## src/hw/dbg_pkg.sv

```systemverilog
package dbg_pkg;

    localparam int NB_BYTE = 8;
    localparam int NB_WORD = 32;

    // Opcodes of the supported MIPS subset
    localparam logic [5:0] OP_RTYPE = 6'h00;
    localparam logic [5:0] OP_ADDI  = 6'h08;
    localparam logic [5:0] OP_LW    = 6'h23;
    localparam logic [5:0] OP_SW    = 6'h2B;
    localparam logic [5:0] OP_HALT  = 6'h3F;

    // R-type function field
    localparam logic [5:0] FN_ADDU = 6'h21;
    localparam logic [5:0] FN_SUBU = 6'h23;

    // Debug command bytes, ASCII
    localparam logic [7:0] CMD_LOAD = 8'h4C;
    localparam logic [7:0] CMD_CONT = 8'h43;
    localparam logic [7:0] CMD_STEP = 8'h53;

    typedef enum logic [2:0] {
        ST_IDLE,
        ST_COUNT,
        ST_LOAD,
        ST_WAIT_CMD,
        ST_RUN,
        ST_STEP,
        ST_DUMP
    } debug_state_t;

endpackage

```

## src/hw/debug_loader.sv

```systemverilog
`timescale 1ns/100ps

module debug_loader #(
    parameter int NB_IM_ADDR = 4
) (
    input  logic                        i_clock,
    input  logic                        i_rst,
    input  logic                        i_rx_done,
    input  logic [dbg_pkg::NB_BYTE-1:0] i_rx_data,
    input  logic                        i_hlt,
    input  logic                        i_dump_done,
    output logic                        o_im_we,
    output logic [NB_IM_ADDR-1:0]       o_im_addr,
    output logic [dbg_pkg::NB_WORD-1:0] o_im_data,
    output logic                        o_core_enable,
    output logic                        o_core_clear,
    output logic                        o_dump_start,
    output dbg_pkg::debug_state_t       o_state
);
    import dbg_pkg::*;

    debug_state_t                 state;
    logic [NB_BYTE-1:0]           num_words;
    logic [NB_BYTE-1:0]           word_cnt;
    logic [1:0]                   byte_cnt;
    logic [NB_WORD-NB_BYTE-1:0]   word_sr;
    logic                         load_byte;

    assign load_byte = i_rx_done && (state == ST_LOAD);

    // A load command restarts the core from a clean state
    assign o_core_clear = i_rx_done && (i_rx_data == CMD_LOAD)
                          && (state == ST_IDLE || state == ST_WAIT_CMD);

    // Fourth byte goes straight into memory along with the three before it
    assign o_im_we   = load_byte && (byte_cnt == 2'd3);
    assign o_im_addr = NB_IM_ADDR'(word_cnt);
    assign o_im_data = {word_sr, i_rx_data};

    assign o_core_enable = (state == ST_RUN) || (state == ST_STEP);
    assign o_state       = state;

    always_ff @(posedge i_clock) begin
        if (load_byte) begin
            word_sr <= {word_sr[NB_WORD-2*NB_BYTE-1:0], i_rx_data};
        end
    end

    always_ff @(posedge i_clock) begin
        if (i_rst) begin
            state        <= ST_IDLE;
            num_words    <= '0;
            word_cnt     <= '0;
            byte_cnt     <= '0;
            o_dump_start <= 1'b0;
        end else begin
            o_dump_start <= 1'b0;
            case (state)
                ST_IDLE, ST_WAIT_CMD: begin
                    if (o_core_clear) begin
                        state <= ST_COUNT;
                    end else if (i_rx_done && state == ST_WAIT_CMD) begin
                        if (i_rx_data == CMD_CONT) begin
                            state <= ST_RUN;
                        end else if (i_rx_data == CMD_STEP) begin
                            state <= ST_STEP;
                        end
                    end
                end
                ST_COUNT: begin
                    if (i_rx_done) begin
                        num_words <= i_rx_data;
                        word_cnt  <= '0;
                        byte_cnt  <= '0;
                        state     <= (i_rx_data == '0) ? ST_WAIT_CMD : ST_LOAD;
                    end
                end
                ST_LOAD: begin
                    if (i_rx_done) begin
                        byte_cnt <= byte_cnt + 1'b1;
                        if (byte_cnt == 2'd3) begin
                            word_cnt <= word_cnt + 1'b1;
                            if (word_cnt == num_words - 1'b1) begin
                                state <= ST_WAIT_CMD;
                            end
                        end
                    end
                end
                ST_RUN: begin
                    if (i_hlt) begin
                        state        <= ST_DUMP;
                        o_dump_start <= 1'b1;
                    end
                end
                ST_STEP: begin
                    // Single enabled cycle, then dump
                    state        <= ST_DUMP;
                    o_dump_start <= 1'b1;
                end
                ST_DUMP: begin
                    if (i_dump_done) begin
                        state <= ST_WAIT_CMD;
                    end
                end
                default: state <= ST_IDLE;
            endcase
        end
    end

    // Words are only stored below the count received after CMD_LOAD
    a_im_write_in_range: assert property (
        @(posedge i_clock) disable iff (i_rst)
        o_im_we |-> (word_cnt < num_words)
    );

endmodule

```

## src/hw/instr_mem.sv

```systemverilog
`timescale 1ns/100ps

module instr_mem #(
    parameter int NB_IM_ADDR = 4
) (
    input  logic                        i_clock,
    input  logic                        i_rst,
    input  logic                        i_we,
    input  logic [NB_IM_ADDR-1:0]       i_waddr,
    input  logic [dbg_pkg::NB_WORD-1:0] i_wdata,
    input  logic [NB_IM_ADDR-1:0]       i_raddr,
    output logic [dbg_pkg::NB_WORD-1:0] o_rdata
);
    import dbg_pkg::*;

    logic [NB_WORD-1:0]         mem [2**NB_IM_ADDR];
    logic [2**NB_IM_ADDR-1:0]   valid;

    always_ff @(posedge i_clock) begin
        if (i_we) begin
            mem[i_waddr] <= i_wdata;
        end
    end

    always_ff @(posedge i_clock) begin
        if (i_rst) begin
            valid <= '0;
        end else if (i_we) begin
            valid[i_waddr] <= 1'b1;
        end
    end

    // Unwritten words read as zero, a no-op for the core
    assign o_rdata = valid[i_raddr] ? mem[i_raddr] : '0;

endmodule

```

## src/hw/reg_bank.sv

```systemverilog
`timescale 1ns/100ps

module reg_bank #(
    parameter int NB_RB_ADDR = 3
) (
    input  logic                        i_clock,
    input  logic                        i_rst,
    input  logic                        i_clear,
    input  logic                        i_we,
    input  logic [NB_RB_ADDR-1:0]       i_waddr,
    input  logic [dbg_pkg::NB_WORD-1:0] i_wdata,
    input  logic [NB_RB_ADDR-1:0]       i_raddr_a,
    input  logic [NB_RB_ADDR-1:0]       i_raddr_b,
    input  logic [NB_RB_ADDR-1:0]       i_dbg_addr,
    output logic [dbg_pkg::NB_WORD-1:0] o_rdata_a,
    output logic [dbg_pkg::NB_WORD-1:0] o_rdata_b,
    output logic [dbg_pkg::NB_WORD-1:0] o_dbg_data
);
    import dbg_pkg::*;

    logic [NB_WORD-1:0] regs [2**NB_RB_ADDR];

    always_ff @(posedge i_clock) begin
        if (i_rst || i_clear) begin
            for (int i = 0; i < 2**NB_RB_ADDR; i++) begin
                regs[i] <= '0;
            end
        end else if (i_we && i_waddr != '0) begin
            regs[i_waddr] <= i_wdata;
        end
    end

    assign o_rdata_a = regs[i_raddr_a];
    assign o_rdata_b = regs[i_raddr_b];

    // Registered debug read
    always_ff @(posedge i_clock) begin
        o_dbg_data <= regs[i_dbg_addr];
    end

    // r0 stays zero at all times
    a_r0_zero: assert property (
        @(posedge i_clock) disable iff (i_rst)
        regs[0] == '0
    );

endmodule

```

## src/hw/exec_core.sv

```systemverilog
`timescale 1ns/100ps

module exec_core #(
    parameter int NB_IM_ADDR = 4,
    parameter int NB_DM_ADDR = 3,
    parameter int NB_RB_ADDR = 3
) (
    input  logic                        i_clock,
    input  logic                        i_rst,
    input  logic                        i_enable,
    input  logic                        i_clear,
    input  logic [dbg_pkg::NB_WORD-1:0] i_instr,
    input  logic [dbg_pkg::NB_WORD-1:0] i_rs_data,
    input  logic [dbg_pkg::NB_WORD-1:0] i_rt_data,
    input  logic [NB_DM_ADDR-1:0]       i_dbg_dm_addr,
    output logic [dbg_pkg::NB_WORD-1:0] o_pc,
    output logic [NB_IM_ADDR-1:0]       o_im_addr,
    output logic [NB_RB_ADDR-1:0]       o_rs_addr,
    output logic [NB_RB_ADDR-1:0]       o_rt_addr,
    output logic                        o_rb_we,
    output logic [NB_RB_ADDR-1:0]       o_rb_waddr,
    output logic [dbg_pkg::NB_WORD-1:0] o_rb_wdata,
    output logic                        o_hlt,
    output logic [dbg_pkg::NB_WORD-1:0] o_dbg_dm_data
);
    import dbg_pkg::*;

    logic [NB_WORD-1:0]     pc;
    logic                   hlt;
    logic [NB_WORD-1:0]     dmem [2**NB_DM_ADDR];
    logic [5:0]             opcode;
    logic [5:0]             funct;
    logic [NB_WORD-1:0]     imm_ext;
    logic [NB_WORD-1:0]     addr_sum;
    logic [NB_DM_ADDR-1:0]  dm_addr;
    logic                   wr_en;
    logic                   dm_we;
    logic                   is_halt;
    logic                   run;

    assign opcode   = i_instr[31:26];
    assign funct    = i_instr[5:0];
    assign imm_ext  = {{(NB_WORD-16){i_instr[15]}}, i_instr[15:0]};
    assign addr_sum = i_rs_data + imm_ext;
    // Word address into data memory
    assign dm_addr  = addr_sum[NB_DM_ADDR+1:2];

    assign o_rs_addr = i_instr[21 +: NB_RB_ADDR];
    assign o_rt_addr = i_instr[16 +: NB_RB_ADDR];
    assign o_im_addr = pc[NB_IM_ADDR+1:2];
    assign o_pc      = pc;
    assign o_hlt     = hlt;

    // Nothing executes once halted
    assign run     = i_enable && !hlt;
    assign o_rb_we = run && wr_en;

    always_comb begin
        wr_en      = 1'b0;
        dm_we      = 1'b0;
        is_halt    = 1'b0;
        o_rb_waddr = i_instr[16 +: NB_RB_ADDR];
        o_rb_wdata = addr_sum;
        case (opcode)
            OP_RTYPE: begin
                o_rb_waddr = i_instr[11 +: NB_RB_ADDR];
                if (funct == FN_ADDU) begin
                    wr_en      = 1'b1;
                    o_rb_wdata = i_rs_data + i_rt_data;
                end else if (funct == FN_SUBU) begin
                    wr_en      = 1'b1;
                    o_rb_wdata = i_rs_data - i_rt_data;
                end
            end
            OP_ADDI: wr_en = 1'b1;
            OP_LW: begin
                wr_en      = 1'b1;
                o_rb_wdata = dmem[dm_addr];
            end
            OP_SW:   dm_we   = 1'b1;
            OP_HALT: is_halt = 1'b1;
            default: begin
            end
        endcase
    end

    // HALT keeps the PC on its own address
    always_ff @(posedge i_clock) begin
        if (i_rst || i_clear) begin
            pc  <= '0;
            hlt <= 1'b0;
        end else if (run) begin
            if (is_halt) begin
                hlt <= 1'b1;
            end else begin
                pc <= pc + 32'd4;
            end
        end
    end

    always_ff @(posedge i_clock) begin
        if (i_rst || i_clear) begin
            for (int i = 0; i < 2**NB_DM_ADDR; i++) begin
                dmem[i] <= '0;
            end
        end else if (run && dm_we) begin
            dmem[dm_addr] <= i_rt_data;
        end
    end

    always_ff @(posedge i_clock) begin
        o_dbg_dm_data <= dmem[i_dbg_dm_addr];
    end

endmodule

```

## src/hw/dump_sender.sv

```systemverilog
`timescale 1ns/100ps

module dump_sender #(
    parameter int NB_DM_ADDR = 3,
    parameter int NB_RB_ADDR = 3
) (
    input  logic                        i_clock,
    input  logic                        i_rst,
    input  logic                        i_dump_start,
    input  logic                        i_tx_done,
    input  logic [dbg_pkg::NB_WORD-1:0] i_pc,
    input  logic [dbg_pkg::NB_WORD-1:0] i_rb_data,
    input  logic [dbg_pkg::NB_WORD-1:0] i_dm_data,
    output logic [NB_RB_ADDR-1:0]       o_rb_addr,
    output logic [NB_DM_ADDR-1:0]       o_dm_addr,
    output logic [dbg_pkg::NB_BYTE-1:0] o_tx_data,
    output logic                        o_tx_start,
    output logic                        o_dump_done
);
    import dbg_pkg::*;

    // Word 0 is the PC, then registers, then data memory
    localparam int N_REGS  = 2**NB_RB_ADDR;
    localparam int N_WORDS = 1 + N_REGS + 2**NB_DM_ADDR;
    localparam int NB_WIDX = $clog2(N_WORDS);
    localparam logic [NB_WIDX-1:0] DM_FIRST  = NB_WIDX'(1 + N_REGS);
    localparam logic [NB_WIDX-1:0] LAST_WORD = NB_WIDX'(N_WORDS - 1);

    typedef enum logic [1:0] {S_IDLE, S_READ, S_SEND, S_WAIT} send_state_t;

    send_state_t        state;
    logic [NB_WIDX-1:0] widx;
    logic [1:0]         byte_idx;
    logic [NB_WORD-1:0] sel_word;
    logic [NB_WORD-1:0] word_q;
    logic [NB_WORD-1:0] cur_word;
    logic               tx_pending;

    assign o_rb_addr = NB_RB_ADDR'(widx - 1'b1);
    assign o_dm_addr = NB_DM_ADDR'(widx - DM_FIRST);

    always_comb begin
        if (widx == '0) begin
            sel_word = i_pc;
        end else if (widx < DM_FIRST) begin
            sel_word = i_rb_data;
        end else begin
            sel_word = i_dm_data;
        end
    end

    // First byte of a word comes straight from the debug read
    assign cur_word   = (state == S_SEND && byte_idx == 2'd0) ? sel_word : word_q;
    assign o_tx_data  = cur_word[NB_WORD - NB_BYTE - NB_BYTE*byte_idx +: NB_BYTE];
    assign o_tx_start = (state == S_SEND);
    assign o_dump_done = (state == S_WAIT) && i_tx_done && (byte_idx == 2'd3)
                         && (widx == LAST_WORD);

    always_ff @(posedge i_clock) begin
        if (state == S_SEND && byte_idx == 2'd0) begin
            word_q <= sel_word;
        end
    end

    always_ff @(posedge i_clock) begin
        if (i_rst) begin
            state    <= S_IDLE;
            widx     <= '0;
            byte_idx <= '0;
        end else begin
            case (state)
                S_IDLE: begin
                    if (i_dump_start) begin
                        widx     <= '0;
                        byte_idx <= '0;
                        state    <= S_READ;
                    end
                end
                S_READ: state <= S_SEND;
                S_SEND: state <= S_WAIT;
                S_WAIT: begin
                    if (i_tx_done) begin
                        // wraps to 0 after the fourth byte
                        byte_idx <= byte_idx + 1'b1;
                        if (byte_idx != 2'd3) begin
                            state <= S_READ;
                        end else if (widx == LAST_WORD) begin
                            state <= S_IDLE;
                        end else begin
                            widx  <= widx + 1'b1;
                            state <= S_READ;
                        end
                    end
                end
                default: state <= S_IDLE;
            endcase
        end
    end

    always_ff @(posedge i_clock) begin
        if (i_rst) begin
            tx_pending <= 1'b0;
        end else if (o_tx_start) begin
            tx_pending <= 1'b1;
        end else if (i_tx_done) begin
            tx_pending <= 1'b0;
        end
    end

    a_no_start_while_busy: assert property (
        @(posedge i_clock) disable iff (i_rst)
        o_tx_start |-> !tx_pending
    );

endmodule

```

## src/hw/top_of_tops.sv

```systemverilog
`timescale 1ns/100ps

module top_of_tops #(
    parameter int NB_IM_ADDR = 4,
    parameter int NB_DM_ADDR = 3,
    parameter int NB_RB_ADDR = 3
) (
    input  logic                        i_clock,
    input  logic                        i_rst,
    input  logic                        i_rx_done,
    input  logic                        i_tx_done,
    input  logic [dbg_pkg::NB_BYTE-1:0] i_rx_data,
    output logic                        o_hlt,
    output dbg_pkg::debug_state_t       o_state,
    output logic [dbg_pkg::NB_BYTE-1:0] o_tx_data,
    output logic                        o_tx_start
);
    import dbg_pkg::*;

    logic                   im_we;
    logic [NB_IM_ADDR-1:0]  im_waddr;
    logic [NB_IM_ADDR-1:0]  im_raddr;
    logic [NB_WORD-1:0]     im_wdata;
    logic [NB_WORD-1:0]     instr;
    logic                   core_enable;
    logic                   core_clear;
    logic                   dump_start;
    logic                   dump_done;
    logic                   hlt;
    logic [NB_WORD-1:0]     pc;
    logic [NB_RB_ADDR-1:0]  rs_addr;
    logic [NB_RB_ADDR-1:0]  rt_addr;
    logic [NB_WORD-1:0]     rs_data;
    logic [NB_WORD-1:0]     rt_data;
    logic                   rb_we;
    logic [NB_RB_ADDR-1:0]  rb_waddr;
    logic [NB_WORD-1:0]     rb_wdata;
    logic [NB_RB_ADDR-1:0]  rb_dbg_addr;
    logic [NB_WORD-1:0]     rb_dbg_data;
    logic [NB_DM_ADDR-1:0]  dm_dbg_addr;
    logic [NB_WORD-1:0]     dm_dbg_data;

    assign o_hlt = hlt;

    debug_loader #(
        .NB_IM_ADDR (NB_IM_ADDR)
    ) u_debug_loader (
        .i_clock       (i_clock),
        .i_rst         (i_rst),
        .i_rx_done     (i_rx_done),
        .i_rx_data     (i_rx_data),
        .i_hlt         (hlt),
        .i_dump_done   (dump_done),
        .o_im_we       (im_we),
        .o_im_addr     (im_waddr),
        .o_im_data     (im_wdata),
        .o_core_enable (core_enable),
        .o_core_clear  (core_clear),
        .o_dump_start  (dump_start),
        .o_state       (o_state)
    );

    instr_mem #(
        .NB_IM_ADDR (NB_IM_ADDR)
    ) u_instr_mem (
        .i_clock (i_clock),
        .i_rst   (i_rst),
        .i_we    (im_we),
        .i_waddr (im_waddr),
        .i_wdata (im_wdata),
        .i_raddr (im_raddr),
        .o_rdata (instr)
    );

    reg_bank #(
        .NB_RB_ADDR (NB_RB_ADDR)
    ) u_reg_bank (
        .i_clock    (i_clock),
        .i_rst      (i_rst),
        .i_clear    (core_clear),
        .i_we       (rb_we),
        .i_waddr    (rb_waddr),
        .i_wdata    (rb_wdata),
        .i_raddr_a  (rs_addr),
        .i_raddr_b  (rt_addr),
        .i_dbg_addr (rb_dbg_addr),
        .o_rdata_a  (rs_data),
        .o_rdata_b  (rt_data),
        .o_dbg_data (rb_dbg_data)
    );

    exec_core #(
        .NB_IM_ADDR (NB_IM_ADDR),
        .NB_DM_ADDR (NB_DM_ADDR),
        .NB_RB_ADDR (NB_RB_ADDR)
    ) u_exec_core (
        .i_clock       (i_clock),
        .i_rst         (i_rst),
        .i_enable      (core_enable),
        .i_clear       (core_clear),
        .i_instr       (instr),
        .i_rs_data     (rs_data),
        .i_rt_data     (rt_data),
        .i_dbg_dm_addr (dm_dbg_addr),
        .o_pc          (pc),
        .o_im_addr     (im_raddr),
        .o_rs_addr     (rs_addr),
        .o_rt_addr     (rt_addr),
        .o_rb_we       (rb_we),
        .o_rb_waddr    (rb_waddr),
        .o_rb_wdata    (rb_wdata),
        .o_hlt         (hlt),
        .o_dbg_dm_data (dm_dbg_data)
    );

    dump_sender #(
        .NB_DM_ADDR (NB_DM_ADDR),
        .NB_RB_ADDR (NB_RB_ADDR)
    ) u_dump_sender (
        .i_clock      (i_clock),
        .i_rst        (i_rst),
        .i_dump_start (dump_start),
        .i_tx_done    (i_tx_done),
        .i_pc         (pc),
        .i_rb_data    (rb_dbg_data),
        .i_dm_data    (dm_dbg_data),
        .o_rb_addr    (rb_dbg_addr),
        .o_dm_addr    (dm_dbg_addr),
        .o_tx_data    (o_tx_data),
        .o_tx_start   (o_tx_start),
        .o_dump_done  (dump_done)
    );

endmodule

```

## config.mk

```make
export PLATFORM = sky130hd
export DESIGN_NAME = top_of_tops
export DESIGN_NICKNAME = d
export VERILOG_FILES = /design/src/hw/dbg_pkg.sv /design/src/hw/debug_loader.sv /design/src/hw/instr_mem.sv /design/src/hw/reg_bank.sv /design/src/hw/exec_core.sv /design/src/hw/dump_sender.sv /design/src/hw/top_of_tops.sv
export SDC_FILE = /design/constraint.sdc
export NUM_CORES = 2
export LEC_CHECK = 0
export BUFFER_PORTS_ARGS = -buffer_cell sky130_fd_sc_hd__buf_2
export CAP_MARGIN = 15
export CORE_MARGIN = 1.5
export CORE_UTILIZATION = 60
export CTS_CLUSTER_DIAMETER = 150
export DETAILED_ROUTE_END_ITERATION = 8
export GPL_TIMING_DRIVEN = 0
export PLACE_DENSITY = 0.73
export SETUP_SLACK_MARGIN = 0.05
export SLEW_MARGIN = 20
export SYNTH_ARGS = -nofsm -noshare
export SYNTH_HDL_FRONTEND = slang
export SYNTH_SLANG_ARGS = --single-unit
```

## constraint.sdc

```tcl
create_clock -name i_clock -period 9.91 [get_ports i_clock]
set_clock_uncertainty 0.15 [all_clocks]
set_input_delay 1.982 -clock i_clock [delete_from_list [all_inputs] [get_ports i_clock]]
set_output_delay 1.982 -clock i_clock [all_outputs]
set_load 0.005 [all_outputs]
```

======== Word level (Yosys, flattened, before mapping) ========
Memory sizes are Yosys's and may differ from the RTL's. A register that Yosys moved wholly into a read port is not among the register bits.
Cells that the tools add are included.
operators by class
  add/subtract/negate cells ............... 12
  magnitude comparators ................... 4
  eq/ne operators ......................... 35
  shift-type cells ........................ 1
  muxes and demuxes ....................... 69
  bitwise logic cells ..................... 2
  reductions and logical operators ........ 40
operator list
  operator                 number
  $mux W32                 8
  $add A32 B32 Y32         2
  $pmux W32 S2             1
  $reduce_or A32 Y1        2
  $mux W3                  13
  $shiftx A32 B33 Y8       1
  $add A32 B3 Y32 const B  1
  $sub A32 B32 Y32         1
  $eq A6 B6 Y1 const B     5
  $eq A8 B7 Y1 const B     3
  $mux W8                  3
  $mux W1                  21
  $mux W5                  4
  $ne A2 B2 Y1 const B     10
  $pmux W3 S6              1
  $or A16 B16 Y16          1
  $pmux W8 S2              1
  $logic_and A1 B1 Y1      14
  $mux W2                  7
  $lt A4 B5 Y1 const B     2
  $pmux W5 S2              1
  $eq A3 B3 Y1 const B     3
  $add A8 B1 Y8 const B    1
  $eq A2 B2 Y1 const B     4
  38 further kinds         53
storage, ports and cells
  flip-flop bits (word level) ............. 136
  memory bits (writable) .................. 1024
  input port bits ......................... 12
  memories kept ........................... 3
memory list
  memory            words  width  read ports  clocked after memory_dff  write ports  line             text
  u_instr_mem.mem   16     32     1           1                         1            instr_mem.sv:16  logic [NB_WORD-1:0] mem [2**NB_IM_ADDR];
  u_exec_core.dmem  8      32     2           1                         8            exec_core.sv:30  logic [NB_WORD-1:0] dmem [2**NB_DM_ADDR];
  u_reg_bank.regs   8      32     3           1                         8            reg_bank.sv:21   logic [NB_WORD-1:0] regs [2**NB_RB_ADDR];

======== Depth between registers and ports, before layout ========
  depth in word-level cells ............... 14
  gate-level depth with buffers ........... 30
  gate-level depth less buffers ........... 24

======== Modules after synthesis ========
A second synthesis with hierarchy kept.
second synthesis, totals
  cells, all modules ...................... 4396
  area total of the unflattened synthesis .. 61865.6 um2
by module, submodules not included
  module        times used  cells each  area each (um2)  sequential area each (um2)
  exec_core     1           2035        20786.2          8948.6
  instr_mem     1           868         19990.4          15695.1
  reg_bank      1           953         16210.5          8328.0
  dump_sender   1           316         2646.3           820.8
  debug_loader  1           224         2232.1           1161.1

======== Worst setup path before layout ========
Ideal clock, no wire load.
  path type ............................... flip-flop to flip-flop
  start point ............................. register with a tool-made name
  end point ............................... memory u_reg_bank.regs[1][28] (data pin)
  arrival ................................. 6641 ps
  required time ........................... 9625 ps
  setup slack ............................. 2984 ps
  stages on the path, launching flop included .. 30
  buffers on the path ..................... 7
  period minus slack after synthesis ...... 6926 ps
  path through ............................ dfxtp_1 buf_6 buf_6 buf_6 buf_4 mux4_2 mux4_2 nand2_1 clkbuf_1 clkbuf_1 a211oi_1 a311oi_1 a21oi_1 inv_1 ha_1 inv_1 fa_1 nor2b_1 o21bai_1 a21oi_1 nor2_1 o41ai_1 a221o_1 a2111oi_0 nor4_1 or4_1 nand4_1 and3b_1 buf_6 nor2_2
RTL lines
  element        line
  end, declared  reg_bank.sv:21

==> impl_metrics.py <==
metrics = {
    "synthesis": {
        "yosysUniqueCellTypes": 112,
        "synth_edf_count": 982,
        "synth_sequential_area_ratio_pct": 55.94,
        "yosys-top-cells-area": "sky130_fd_sc_hd__edfxtp_1 50%, sky130_fd_sc_hd__mux4_2 12%, sky130_fd_sc_hd__dfxtp_1 6.0%, sky130_fd_sc_hd__nor2_1 4.6%, sky130_fd_sc_hd__nand2_1 2.9%",
        "dominantRegCellSynth": "sky130_fd_sc_hd__edfxtp_1",
        "synth_commonest_cells": "982 x sky130_fd_sc_hd__edfxtp_1, 724 x sky130_fd_sc_hd__nor2_1, 454 x sky130_fd_sc_hd__nand2_1, 315 x sky130_fd_sc_hd__mux4_2, 229 x sky130_fd_sc_hd__clkbuf_1",
        "synth_top_cell_by_area": "sky130_fd_sc_hd__edfxtp_1",
        "synth_area_per_cell_um2": 12.39,
        "async_reset_ff_share_pct": 0,
        "post_synth_inst_count": 4770,
        "netlist_area_um2": 59090,
        "yosys_synthesis_warning_count": 0,
        "synth_top_area_share_pct": 49.90,
        "most_frequent_cell_after_synthesis": "sky130_fd_sc_hd__edfxtp_1",
        "synth.ff_latch_count": 1160,
    },
    "outcome": {
        "run_status": "finished with violations",
        "failed_checks": "setup timing",
    },
    "worst_setup_path": {
        "startpoint_type": "flip-flop",
        "worstPathRequired_ns": 10.19,
        "critPathKind": "reg -> reg",
        "worst-r2r-setup-slack_ns": -0.13,
        "worst_ep_arrival_time_ns": 10.32,
        "critPathCaptureType": "flip-flop",
        "critical_path_peak_fanout": 10,
    },
    "route": {
        "post-route-drc-count": 0,
        "drt-vias-per-instance": 7.364,
        "postRouteWirelength_um": 234000,
        "drt_first_pass_iters": 9,
        "final_routed_wire_length_divided_by_cell_count_um": 36.77,
        "vias": 46866,
        "antenna_left": 0,
        "first_iter_violations": 8179,
    },
    "cts": {
        "post_cts_hold_buffer_count": 0,
        "clk_transition_reported_paths_ns": 0.06,
        "cts_buffers": 117,
        "htree_levels": 3,
        "cts_num_sinks": 1160,
        "cts_root_buffer": "sky130_fd_sc_hd__clkbuf_16",
        "clk_latency_ns": 0.78,
        "tritoncts": "done",
        "clock_tree.buffer_depth": 3,
    },
    "power_and_ir_drop": {
        "power.density_cell_area_nw_per_um2": 162.4,
        "ir_drop_v": 0.0002023,
        "power.static_leakage_nw": 23.20,
        "totalPowerFinal_mw": 10.70,
    },
    "sta": {
        "timing.hold.ws_ns": 0.3246,
        "final_min_period_over_clock_period_pct": 101.3,
        "setup_ws_ns": -0.1318,
        "final_hold_viol_count": 0,
        "max-slew-margin-rel_pct": 9.488,
        "setup_violations": 44,
        "setup_total_negative_slack_ns": -3.038,
        "slew_violations": 0,
        "period_needed_ns": 10.04,
        "clock.fmax_mhz": 99.58,
        "rsz0062_at_grt": "false",
        "worst-slew-pin-transition_ns": 1.358,
    },
    "finish": {
        "fillCellCount": 6823,
        "final_design_instance_area_without_fill_um2": 65910,
        "layout-area-overhead-vs-synth_pct": 11.55,
        "finalNonFillerCells": 6364,
        "drive_above_1_share_pct": 17.70,
        "final_core_utilization_pct": 67.86,
        "finalNetCount": 5104,
    },
    "global_routing": {
        "global_route_wire_length_before_repair_um": 325600,
        "grt_pass1_vias": 44838,
        "gr-usage-all-layers_pct": 46.59,
        "overflow": 0,
        "largest_net_degree_at_the_start_of_global_routing": 33,
        "antenna_found_initial": 10,
    },
    "floorplan": {
        "dieArea_um2": 100400,
        "chipHeight_um": 316.8,
        "core.rowCount": 114,
        "initial_utilization_pct": 60.83,
        "placeable_core_region_um2": 97140,
        "die_width_um": 316.8,
        "ios": 25,
    },
    "placed_design": {
        "gp_congestion": 1.051,
        "placedInstanceArea_um2": 61910,
        "dp_cells": 6138,
        "dp_worst_setup_slack_ns": 0.01264,
        "place.detailed.hpwl_um": 160300,
        "port-buffer-count": 23,
    },
    "min_path": {
        "hp-class": "reg -> reg",
    },
    "job": {
        "drv.max_cap_violation_count": 0,
    },
}
[final timing paths]
kind	from	end	cells past startpoint
hold / removal	u_instr_mem.valid[1]	u_instr_mem.valid[1]	2
hold reg to reg	u_instr_mem.valid[1]	u_instr_mem.valid[1]	2
setup / recovery	u_exec_core.o_pc[5]	u_reg_bank.regs[3][31]	23
setup reg to reg	u_exec_core.o_pc[5]	u_reg_bank.regs[3][31]	23
[placed cells by master, fill, tap and decap left out, types with 24 or more instances in the layout]
master / count
sky130_fd_sc_hd__o22ai_1: 48
sky130_fd_sc_hd__buf_2: 94
sky130_fd_sc_hd__clkinv_2: 24
sky130_fd_sc_hd__ha_1: 107
sky130_fd_sc_hd__o21ai_0: 81
sky130_fd_sc_hd__a21oi_2: 35
sky130_fd_sc_hd__a21oi_1: 168
sky130_fd_sc_hd__clkbuf_16: 119
sky130_fd_sc_hd__a311oi_1: 37
sky130_fd_sc_hd__o31ai_1: 31
sky130_fd_sc_hd__clkinv_1: 28
sky130_fd_sc_hd__a221oi_1: 117
sky130_fd_sc_hd__nand2_1: 439
sky130_fd_sc_hd__nand3_1: 182
sky130_fd_sc_hd__edfxtp_1: 982
sky130_fd_sc_hd__mux2i_1: 32
sky130_fd_sc_hd__xor2_1: 39
sky130_fd_sc_hd__a211oi_1: 81
sky130_fd_sc_hd__and2_1: 59
sky130_fd_sc_hd__clkbuf_1: 225
sky130_fd_sc_hd__inv_1: 95
sky130_fd_sc_hd__and3_1: 44
sky130_fd_sc_hd__nor3_1: 49
sky130_fd_sc_hd__xnor2_1: 54
sky130_fd_sc_hd__dfxtp_1: 178
sky130_fd_sc_hd__a21o_1: 37
sky130_fd_sc_hd__mux4_2: 315
sky130_fd_sc_hd__nor2_1: 722
sky130_fd_sc_hd__mux2_2: 72
sky130_fd_sc_hd__a31oi_1: 48
sky130_fd_sc_hd__nor4_1: 24
sky130_fd_sc_hd__conb_1: 32
sky130_fd_sc_hd__nand4_1: 28
sky130_fd_sc_hd__buf_1: 24
[critical path: stages, from the launching register on]
cell                        delay (ns)
sky130_fd_sc_hd__dfxtp_1          0.69
sky130_fd_sc_hd__mux4_2           0.32
sky130_fd_sc_hd__a22o_1           0.48
sky130_fd_sc_hd__or2_1            0.23
sky130_fd_sc_hd__buf_2            0.28
sky130_fd_sc_hd__clkbuf_1         0.67
sky130_fd_sc_hd__and2_0           0.50
sky130_fd_sc_hd__clkbuf_1         0.67
sky130_fd_sc_hd__clkbuf_1         1.05
sky130_fd_sc_hd__a21oi_2          0.49
sky130_fd_sc_hd__inv_1            0.16
sky130_fd_sc_hd__ha_1             0.24
sky130_fd_sc_hd__clkbuf_1         0.22
sky130_fd_sc_hd__a211o_1          0.32
sky130_fd_sc_hd__nand4bb_1        0.23
sky130_fd_sc_hd__nand2_1          0.17
sky130_fd_sc_hd__a211oi_1         0.17
sky130_fd_sc_hd__o32a_1           0.52
sky130_fd_sc_hd__o41ai_1          0.61
sky130_fd_sc_hd__a211o_1          0.22
sky130_fd_sc_hd__o2111ai_1        0.29
sky130_fd_sc_hd__xnor2_1          0.26
sky130_fd_sc_hd__a211oi_2         0.68
sky130_fd_sc_hd__nor2_1           0.08
[registers in the layout (all words and copies together) (netlist names), 2 cells and up, named ones only]
signal	flops
u_debug_loader.byte_cnt	2
u_debug_loader.num_words	8
u_debug_loader.o_state	3
u_debug_loader.word_cnt	8
u_debug_loader.word_sr	22
u_dump_sender.byte_idx	2
u_dump_sender.state	2
u_dump_sender.widx	5
u_dump_sender.word_q	32
u_exec_core.dmem	256
u_exec_core.o_dbg_dm_data	32
u_exec_core.o_pc	30
u_instr_mem.mem	448
u_instr_mem.valid	16
u_reg_bank.o_dbg_data	32
u_reg_bank.regs	256
[routing by layer]
metal	GRT usage [%]	routed length, um	up-vias
met5	0	77	-
met3	14.65	33520	1002
met4	33.96	20570	10
li1	-	-	18609
met1	59.35	79650	22846
met2	67.55	100200	4399
[cell families (layout without fill, tap and decap cells)]
group / Yosys count / count (layout) / synth area share (%)
buffers and inverters: 445 / 728 / 3.195
DFF: 1160 / 1160 / 55.94
xor gates and xnor gates: 97 / 97 / 1.501
and+or+nand+nor: 1685 / 1685 / 12.55
AOI/OAI and AO/OA: 849 / 849 / 10.43
other: 1 / 36 / 0.006346
adders and majority gates: 111 / 111 / 2.384
muxes: 422 / 422 / 14.00
[report_power, final]
part / switching, mW / total (mW) / internal (mW)
combinational: 0.489 / 0.722 / 0.233
clock: 2.02 / 4.57 / 2.55
sequential: 0.0632 / 5.41 / 5.35
total: 2.57 / 10.7 / 8.13
[layout make-up]
class	instances	area [um^2]	share of cell area, %
clock inverter	82	822.0	1.247
antenna	4	10.01	0.01519
clock buffer	139	3063	4.647
buffer	349	1573	2.386
timing repair buffer	62	837.1	1.270
sequential	1160	33050	50.14
inverter	96	360.3	0.5467
multi-input combinational	3196	24600	37.32
tap	1276	1597	2.422
[what timing repair did]
item                       4_1_cts  5_1_grt
hold endpoints to repair         0        0
buffers inserted                 0        1
setup endpoints to repair       28      136
pin swaps                        0        1
gates resized for setup          5       35
Note: power is estimated with default switching activity, not from simulation.
